<file path="src/hw/radio_fe_params.svh">
// ---------------------------------------
// global sizes and settings-bus bases for the radio front end
// settings addresses must stay below 256 (8-bit bus address)
// ---------------------------------------
`ifndef RADIO_FE_PARAMS_SVH
`define RADIO_FE_PARAMS_SVH

// slices
`define NUM_DBOARDS   2

// ---------------------------------------
// datapath widths
// ---------------------------------------
`define SAMPLE_W      16              // one I or Q component
`define SET_ADDR_W    8
`define SET_DATA_W    32

// ---------------------------------------
// settings bus register bases
// ---------------------------------------
`define SR_DB_BASE    160             // daughterboard control, 5 regs
`define SR_RX_FE_BASE (`SR_DB_BASE + 64)  // rx front end, 2 regs

// ---------------------------------------
// canceller fixed point
// ---------------------------------------
// scale is Q1.14, so the product is shifted back by this many bits
`define ANC_FRAC      14

`endif
</file>
<file path="src/hw/radio_types_pkg.sv">
// ---------------------------------------
// sample types and the shared 16-bit saturation
// saturation input must fit in 32 signed bits
// ---------------------------------------
`include "radio_fe_params.svh"

package radio_types_pkg;

   typedef logic signed [`SAMPLE_W-1:0] sample_t;

   // i in the upper half, q in the lower half
   typedef struct packed {
      sample_t i;
      sample_t q;
   } iq_t;

   typedef logic signed [`SAMPLE_W-1:0] scale_t;   // Q1.14, 16384 = 1.0

   // ---------------------------------------
   // saturation
   // ---------------------------------------
   localparam logic signed [31:0] SAMPLE_MAX = (32'sd1 <<< (`SAMPLE_W-1)) - 32'sd1;
   localparam logic signed [31:0] SAMPLE_MIN = -(32'sd1 <<< (`SAMPLE_W-1));

   // clamp a wide signed value into one sample
   function automatic sample_t sat_sample(input logic signed [31:0] x);
      sample_t res;
      if (x > SAMPLE_MAX)
         res = sample_t'(SAMPLE_MAX);
      else if (x < SAMPLE_MIN)
         res = sample_t'(SAMPLE_MIN);
      else
         res = sample_t'(x);
      return res;
   endfunction

endpackage

</file>
<file path="src/hw/settings_pkg.sv">
// ---------------------------------------
// settings bus and daughterboard control types
// the scale field borrows its type from radio_types_pkg
// ---------------------------------------
`include "radio_fe_params.svh"

package settings_pkg;

   typedef logic [`SET_ADDR_W-1:0] set_addr_t;
   typedef logic [`SET_DATA_W-1:0] set_data_t;

   // one write per cycle with stb high
   typedef struct packed {
      logic      stb;
      set_addr_t addr;
      set_data_t data;
   } set_bus_t;

   // ---------------------------------------
   // per-slice control outputs
   // ---------------------------------------
   typedef struct packed {
      set_data_t  gpio_out;
      set_data_t  gpio_ddr;    // 1 = output
      set_data_t  misc_out;
      logic [2:0] leds;        // {rx, txrx_tx, txrx_rx}
   } db_ctrl_t;

   // canceller control
   typedef struct packed {
      logic                    en;     // 0 = host tx data passes
      radio_types_pkg::scale_t scale;
   } anc_ctrl_t;

endpackage

</file>
<file path="src/hw/radio_fe_core.sv">
// ---------------------------------------
// radio clock datapath, one slice per daughterboard
// each slice has its own settings bus, samples every cycle
// control pins lag their register by one cycle
// ---------------------------------------
`timescale 1ns/100ps
`include "radio_fe_params.svh"

module radio_fe_core
   import settings_pkg::*;
   import radio_types_pkg::*;
(
   input  logic                                radio_clk,
   input  logic                                i_rst,
   // per-slice settings and samples
   input  set_bus_t  [`NUM_DBOARDS-1:0]        i_set,
   input  iq_t       [`NUM_DBOARDS-1:0]        i_rx,
   input  iq_t       [`NUM_DBOARDS-1:0]        i_tx,
   output iq_t       [`NUM_DBOARDS-1:0]        o_tx,
   // daughterboard pins
   output set_data_t [`NUM_DBOARDS-1:0]        o_db_gpio_out,
   output set_data_t [`NUM_DBOARDS-1:0]        o_db_gpio_ddr,
   output set_data_t [`NUM_DBOARDS-1:0]        o_misc_out,
   output logic      [`NUM_DBOARDS-1:0][2:0]   o_radio_led
);

   db_ctrl_t  db_ctrl  [`NUM_DBOARDS];
   anc_ctrl_t anc_ctrl [`NUM_DBOARDS];
   iq_t       rx_corr  [`NUM_DBOARDS];

   // ---------------------------------------
   // slices
   // ---------------------------------------
   for (genvar g = 0; g < `NUM_DBOARDS; g++) begin : gen_slice

      // control regs and rx front end share the slice bus
      db_settings_regs i_db_settings_regs (
         .radio_clk  (radio_clk),
         .i_rst      (i_rst),
         .i_set      (i_set[g]),
         .o_db_ctrl  (db_ctrl[g]),
         .o_anc_ctrl (anc_ctrl[g])
      );

      rx_frontend i_rx_frontend (
         .radio_clk (radio_clk),
         .i_rst     (i_rst),
         .i_set     (i_set[g]),
         .i_rx      (i_rx[g]),
         .o_rx      (rx_corr[g])
      );

      anc_tx_combiner i_anc_tx_combiner (
         .radio_clk  (radio_clk),
         .i_rst      (i_rst),
         .i_anc_ctrl (anc_ctrl[g]),
         .i_rx       (rx_corr[g]),
         .i_tx       (i_tx[g]),
         .o_tx       (o_tx[g])
      );

      // pin registers, one per slice
      always_ff @(posedge radio_clk) begin
         if (i_rst) begin
            o_db_gpio_out[g] <= '0;
            o_db_gpio_ddr[g] <= '0;
            o_misc_out[g]    <= '0;
            o_radio_led[g]   <= '0;
         end else begin
            o_db_gpio_out[g] <= db_ctrl[g].gpio_out;
            o_db_gpio_ddr[g] <= db_ctrl[g].gpio_ddr;
            o_misc_out[g]    <= db_ctrl[g].misc_out;
            o_radio_led[g]   <= db_ctrl[g].leds;
         end
      end

   end

endmodule

</file>
<file path="src/hw/anc_tx_combiner.sv">
// ---------------------------------------
// tx source select: host data or -(rx * scale)
// both paths 2 cycles, en sampled with the sample in stage 1
// ---------------------------------------
`timescale 1ns/100ps
`include "radio_fe_params.svh"

module anc_tx_combiner
   import settings_pkg::*;
   import radio_types_pkg::*;
(
   input  logic      radio_clk,
   input  logic      i_rst,
   input  anc_ctrl_t i_anc_ctrl,
   input  iq_t       i_rx,        // corrected rx sample
   input  iq_t       i_tx,        // host tx sample
   output iq_t       o_tx
);

   // ---------------------------------------
   // stage 1: multiply and align host data
   // ---------------------------------------
   logic signed [31:0] prod_i;
   logic signed [31:0] prod_q;
   iq_t                tx_d1;     // host sample, one cycle behind
   logic               en_d1;     // source select travels with the data

   always_ff @(posedge radio_clk) begin
      if (i_rst) begin
         prod_i <= '0;
         prod_q <= '0;
         tx_d1  <= '0;
         en_d1  <= 1'b0;
      end else begin
         prod_i <= $signed(i_rx.i) * $signed(i_anc_ctrl.scale);   // Q1.14 product
         prod_q <= $signed(i_rx.q) * $signed(i_anc_ctrl.scale);
         tx_d1  <= i_tx;
         en_d1  <= i_anc_ctrl.en;
      end
   end

   // ---------------------------------------
   // stage 2: rescale, invert, saturate, select
   // ---------------------------------------
   logic signed [31:0] inv_i;
   logic signed [31:0] inv_q;

   // floor shift then negate, 32 bits hold the full range
   always_comb begin
      inv_i = -(prod_i >>> `ANC_FRAC);
      inv_q = -(prod_q >>> `ANC_FRAC);
   end

   always_ff @(posedge radio_clk) begin
      if (i_rst) begin
         o_tx <= '0;
      end else if (en_d1) begin
         o_tx.i <= sat_sample(inv_i);   // -(-32768) clamps to 32767
         o_tx.q <= sat_sample(inv_q);
      end else begin
         o_tx <= tx_d1;
      end
   end

endmodule

</file>
<file path="src/hw/rx_frontend.sv">
// ---------------------------------------
// rx DC-offset removal then optional I/Q swap
// 2 cycles, one sample per cycle, no stall
// ---------------------------------------
`timescale 1ns/100ps
`include "radio_fe_params.svh"

module rx_frontend
   import settings_pkg::*;
   import radio_types_pkg::*;
(
   input  logic     radio_clk,
   input  logic     i_rst,
   input  set_bus_t i_set,
   input  iq_t      i_rx,
   output iq_t      o_rx
);

   localparam set_addr_t ADDR_DC_OFFSET = set_addr_t'(`SR_RX_FE_BASE + 0);
   localparam set_addr_t ADDR_SWAP_IQ   = set_addr_t'(`SR_RX_FE_BASE + 1);

   iq_t  dc_offset;   // subtracted per component
   logic swap_iq;

   // ---------------------------------------
   // settings
   // ---------------------------------------
   always_ff @(posedge radio_clk) begin
      if (i_rst) begin
         dc_offset <= '0;
         swap_iq   <= 1'b0;
      end else if (i_set.stb) begin
         if (i_set.addr == ADDR_DC_OFFSET)
            dc_offset <= i_set.data;   // i in 31..16, q in 15..0
         if (i_set.addr == ADDR_SWAP_IQ)
            swap_iq <= i_set.data[0];
      end
   end

   // ---------------------------------------
   // stage 1: offset removal
   // ---------------------------------------
   logic signed [31:0] diff_i;
   logic signed [31:0] diff_q;
   iq_t                corr;

   // widened so the difference never wraps
   always_comb begin
      diff_i = $signed(i_rx.i) - $signed(dc_offset.i);
      diff_q = $signed(i_rx.q) - $signed(dc_offset.q);
   end

   always_ff @(posedge radio_clk) begin
      if (i_rst) begin
         corr <= '0;
      end else begin
         corr.i <= sat_sample(diff_i);
         corr.q <= sat_sample(diff_q);
      end
   end

   // ---------------------------------------
   // stage 2: swap
   // ---------------------------------------
   always_ff @(posedge radio_clk) begin
      if (i_rst) begin
         o_rx <= '0;
      end else if (swap_iq) begin
         o_rx.i <= corr.q;
         o_rx.q <= corr.i;
      end else begin
         o_rx <= corr;
      end
   end

endmodule

</file>
<file path="src/hw/db_settings_regs.sv">
// ---------------------------------------
// daughterboard control registers, write only
// decodes SR_DB_BASE .. SR_DB_BASE+4, other addresses ignored
// ---------------------------------------
`timescale 1ns/100ps
`include "radio_fe_params.svh"

module db_settings_regs
   import settings_pkg::*;
(
   input  logic      radio_clk,
   input  logic      i_rst,
   input  set_bus_t  i_set,
   output db_ctrl_t  o_db_ctrl,
   output anc_ctrl_t o_anc_ctrl
);

   // ---------------------------------------
   // register map
   // ---------------------------------------
   localparam set_addr_t ADDR_GPIO_OUT = set_addr_t'(`SR_DB_BASE + 0);
   localparam set_addr_t ADDR_GPIO_DDR = set_addr_t'(`SR_DB_BASE + 1);
   localparam set_addr_t ADDR_MISC_OUT = set_addr_t'(`SR_DB_BASE + 2);
   localparam set_addr_t ADDR_LEDS     = set_addr_t'(`SR_DB_BASE + 3);
   localparam set_addr_t ADDR_ANC      = set_addr_t'(`SR_DB_BASE + 4);

   // ANC word layout
   localparam int ANC_EN_BIT = 16;

   db_ctrl_t  db_ctrl;
   anc_ctrl_t anc_ctrl;

   // ---------------------------------------
   // write decode
   // ---------------------------------------
   always_ff @(posedge radio_clk) begin
      if (i_rst) begin
         db_ctrl  <= '0;
         anc_ctrl <= '0;
      end else if (i_set.stb) begin
         case (i_set.addr)
            ADDR_GPIO_OUT: begin
               db_ctrl.gpio_out <= i_set.data;
            end
            ADDR_GPIO_DDR: begin
               db_ctrl.gpio_ddr <= i_set.data;
            end
            ADDR_MISC_OUT: begin
               db_ctrl.misc_out <= i_set.data;
            end
            ADDR_LEDS: begin
               db_ctrl.leds <= i_set.data[2:0];   // upper bits dropped
            end
            ADDR_ANC: begin
               anc_ctrl.scale <= i_set.data[15:0];
               anc_ctrl.en    <= i_set.data[ANC_EN_BIT];
            end
            default: begin
               // not ours, rx_frontend shares this bus
            end
         endcase
      end
   end

   assign o_db_ctrl  = db_ctrl;
   assign o_anc_ctrl = anc_ctrl;

endmodule

</file>
<file path="config.mk">
export PLATFORM = sky130hd
export DESIGN_NAME = radio_fe_core
export DESIGN_NICKNAME = d
export VERILOG_FILES = /design/src/hw/radio_types_pkg.sv /design/src/hw/settings_pkg.sv /design/src/hw/radio_fe_core.sv /design/src/hw/anc_tx_combiner.sv /design/src/hw/rx_frontend.sv /design/src/hw/db_settings_regs.sv
export VERILOG_INCLUDE_DIRS = /design/src /design/src/hw
export SDC_FILE = /design/constraint.sdc
export NUM_CORES = 2
export LEC_CHECK = 0
export BUFFER_PORTS_ARGS = -buffer_cell sky130_fd_sc_hd__clkbuf_2
export CAP_MARGIN = 40
export CELL_PAD_IN_SITES_DETAIL_PLACEMENT = 0
export CELL_PAD_IN_SITES_GLOBAL_PLACEMENT = 1
export CORE_MARGIN = 1
export CORE_UTILIZATION = 42
export DETAILED_ROUTE_END_ITERATION = 8
export PLACE_DENSITY = 0.82
export SYNTH_ARGS = -nofsm -noshare
export SYNTH_HDL_FRONTEND = slang
export SYNTH_HIERARCHICAL = 1
export SYNTH_SLANG_ARGS = --single-unit
export TNS_END_PERCENT = 100
</file>
<file path="constraint.sdc">
create_clock -name radio_clk -period 11.1 [get_ports radio_clk]
set_input_delay 1.665 -clock radio_clk [delete_from_list [all_inputs] [get_ports radio_clk]]
set_output_delay 1.665 -clock radio_clk [all_outputs]
set_load 0.02 [all_outputs]
</file>
==> parameters.txt <==
Parameter                              Value

Clocking
  Number of buffers added for setup after CTS    0
  CTS tree    done
  Number of buffers inserted by hold repair at cts    0
  H-tree depth    3
  Number of buffers created by CTS    93
  PostCTS Resize Cnt    0
  Clk_lat worst skew    0.74 ns
  Sink Count    826
  Buffer levels on the longest clock path    3
  Clock transition at path regs    0.07 ns
  Root buffer selected by CTS    clkbuf_16

GRT
  Met3 track demand over resource    3.70%
  Overflow left after global routing    0
  Via count of the first global-routing pass    52531
  Pin count of the biggest net entering global routing    201
  Wire length of the first global-routing pass    295000 µm
  Met2 Resource Use GR    36.6%
  Busiest grt layer    met2
  Total Routing Usage GR    22.2%
  Antenna violations before repair    5
  Global Route met1 Usage    29.2%

Floorplanning
  Overall die area    171000 µm²
  Y dimension of the die    414 µm
  Placeable core region    168000 µm²
  Number of top-level pins    474
  Die width    414 µm
  Cell row count    150
  Initial standard-cell utilization of the core    42.5%

Worst setup path
  Required time of the critical path    11.77 ns
  Type of element capturing the critical path    flip-flop
  Biggest fanout along the worst timing path    11
  Worst EP arrival    7.98 ns
  Worst setup SP type    flip-flop
  Critical path class    reg -> reg

Synth
  Sequential area share after synthesis    23.2%
  Most used flip-flop cell after synthesis    dfxtp_1
  Distinct cells, synth    102
  Average footprint of a synthesized cell    9.49 µm²
  Yosys warnings    6
  Total nets after synthesis    9152
  Synth async-reset ratio    0%
  Number of register bits inferred by synthesis    826
  Post-synth EDFFs    0
  Cells after synthesis    7508
  Combined area of all synthesized cells    71200 µm²

STA
  Number of pins exceeding their max-slew limit in the final report    0
  Ratio of final minimum period to clock period    65.9%
  Tmin final    7.31 ns
  RSZ-0062 raised after global routing    no
  Sum Neg Setup Slack    0 ns
  Worst-margin pin slew    0.920 ns
  Post-Route Skew    0.0495 ns
  Setup violations, final    0
  Max_slew headroom    38.6%
  Hold Violations, Final    0
  Upper clock frequency limit    137 MHz

Placement
  Count of input and output buffers    473
  Final weighted congestion in routability-driven placement    0.895
  HPWL after detailed placement    146000 µm

Power and ir drop
  Combinational Power Share    7.0%
  Internal power component    5.18 mW
  Tot Pwr    6.97 mW
  Power per cell area    88.7 nW/µm²
  Switching power share of the total    25.7%
  Sequential fraction of design power    45.1%
  Power dissipated by switching net loads    1.79 mW
  Worst-case vdd ir drop    0.000121 V
  Lkg Pwr    38.0 nW
  Part of the power in the clock network    47.9%

Final layout
  Commonest cells after routing, fill and taps aside    inv_1 (1313), fa_1 (1048), dfxtp_1 (823), nand2_1 (743), and2_1 (491)
  Share of post-route cells with drive strength above 1    10.9%
  Area Overhead vs Synth    10.2%
  Most common cell after layout, fill and taps aside    inv_1
  NumNets Final    9426

Drt
  Routed via count divided by cell count    5.01
  WL per Instance    18.7 µm
  Number of search-and-repair iterations in the first detailed-routing pass    6
  Wire length after detailed routing    188000 µm
  DR iter-0 viols    3224
  Antenna viol nets, final    0
  Remaining DRCs    0
  Number of vias in the routed layout    50398

Status
  Status    finished clean

Min path
  Worst Hold Class    reg -> reg

Run
  MaxCap Viol Count    0
==> cells in the mapped netlist, types with 34 or more instances <==
master	count	share of area [%]
nor2b_1	192	1.7
ha_1	384	6.7
nor2_1	299	1.6
xnor2_1	114	1.4
nand3_1	44	0.31
inv_1	1313	6.9
nand2b_1	346	3.0
buf_6	43	0.68
nor2b_2	90	1.1
a211oi_1	57	0.60
o21a_1	34	0.36
fa_1	1048	29
clkbuf_1	270	1.4
dfxtp_1	826	23
and2_1	491	4.3
mux2i_1	312	4.4
o21ai_0	88	0.62
a21o_1	44	0.46
a21oi_1	217	1.5
nor3_1	72	0.51
xor2_1	52	0.64
nand2_1	743	3.9
==> sequential cells by signal, indices dropped and copies added, names as in the netlist <==
| register | count |
|---|---|
| gen_slice.i_anc_tx_combiner/tx_d1 | 64 |
| gen_slice.i_rx_frontend/dc_offset | 64 |
| o_db_gpio_out | 64 |
| gen_slice.i_rx_frontend/swap_iq | 2 |
| gen_slice.i_db_settings_regs/o_anc_ctrl | 34 |
| gen_slice.i_anc_tx_combiner/prod_i | 36 |
| gen_slice.i_rx_frontend/o_rx | 64 |
| gen_slice.i_db_settings_regs/o_db_ctrl | 198 |
| gen_slice.i_rx_frontend/corr | 64 |
| gen_slice.i_anc_tx_combiner/o_tx | 64 |
| gen_slice.i_anc_tx_combiner/en_d1 | 2 |
| gen_slice.i_anc_tx_combiner/prod_q | 36 |
| o_misc_out | 64 |
| o_radio_led | 6 |
| o_db_gpio_ddr | 64 |
==> logic make-up after synthesis <==
| kind of cell | Yosys count | share of synthesized area (%) |
|---|---|---|
| AO/OA/AOI/OAI | 696 | 6.69 |
| buffers and inverters | 1664 | 9.43 |
| multiplexers | 314 | 4.41 |
| XOR/XNOR | 166 | 2.04 |
| adder cells (fa/ha/maj) | 1432 | 36.2 |
| flip-flops | 826 | 23.2 |
| AND/OR/NAND/NOR | 2410 | 18.0 |
==> layout make-up <==
type	count	area, µm²
diodes	2	5.00
clock inverters	46	761
inverters	1313	4930
multi-input cells	5018	48000
flip-flops and latches	826	16500
well taps	2204	2760
fillers	15835	89200
repair buffers	530	2950
clock buffers	126	2590
==> through the flow <==
| step | worst slack [ns] | instance area [µm²] | util [%] | hold WS, ns | std cells |
|---|---|---|---|---|---|
| 5_1_grt | 3.30 | 78500 | 46.8 | 0.463 | 10064 |
| 2_1_floorplan | 4.76 | 71200 | - | 0.426 | 7508 |
| 4_1_cts | 3.72 | 78500 | 46.8 | 0.455 | 10063 |
| 3_3_place_gp | 3.67 | 75000 | 44.7 | 0.442 | 9883 |
| 6_report | 3.79 | 78500 | 46.8 | 0.449 | 10065 |
| 3_5_place_dp | 3.76 | 75200 | 44.8 | 0.443 | 9891 |
==> critical path, cell delays in order, from the launching register on <==
cell and delay (ns):
dfxtp_1 0.87, nand2b_1 0.19, fa_1 0.55, fa_1 0.55, inv_1 0.06, fa_1 0.50, fa_1 0.53, fa_1 0.55
inv_1 0.06, fa_1 0.56, inv_1 0.05, ha_1 0.34, o211ai_1 0.21, nor2_1 0.07, a221oi_1 0.51, or2_2 0.23
a31oi_1 0.14, o31ai_1 0.55, o21ai_1 0.22, a2111o_1 0.43, o21ai_1 0.07
==> routing by layer <==
layer,vias to the layer above,wire length (µm),part of all wire (%)
met4,2,6820,3.6
met1,25151,81600,43
met5,-,12,0.0064
met3,252,10800,5.7
met2,1301,88700,47
li1,23692,-,-
==> final timing paths <==
path	from	endpoint	slack, ns	cells after the start
max	gen_slice[0].i_db_settings_regs/o_anc_ctrl[15]	gen_slice[0].i_anc_tx_combiner/prod_q[31]	3.79	20
min	gen_slice[1].i_anc_tx_combiner/tx_d1[16]	gen_slice[1].i_anc_tx_combiner/o_tx[16]	0.45	2
max reg2reg	gen_slice[0].i_db_settings_regs/o_anc_ctrl[15]	gen_slice[0].i_anc_tx_combiner/prod_q[31]	3.79	20
min reg2reg	gen_slice[1].i_anc_tx_combiner/tx_d1[16]	gen_slice[1].i_anc_tx_combiner/o_tx[16]	0.45	2
==> power by group through the flow <==
stage | clock, mW | combinational, mW | sequential, mW
CTS | 3.42 | 0.484 | 3.14
global route | 3.53 | 0.529 | 3.15
floorplan | 0 | 0.338 | 3.13
finish | 3.34 | 0.485 | 3.14
global placement | 0 | 0.475 | 3.20
detailed placement | 0 | 0.481 | 3.21
No activity file was read; power rests on OpenSTA's default activity.
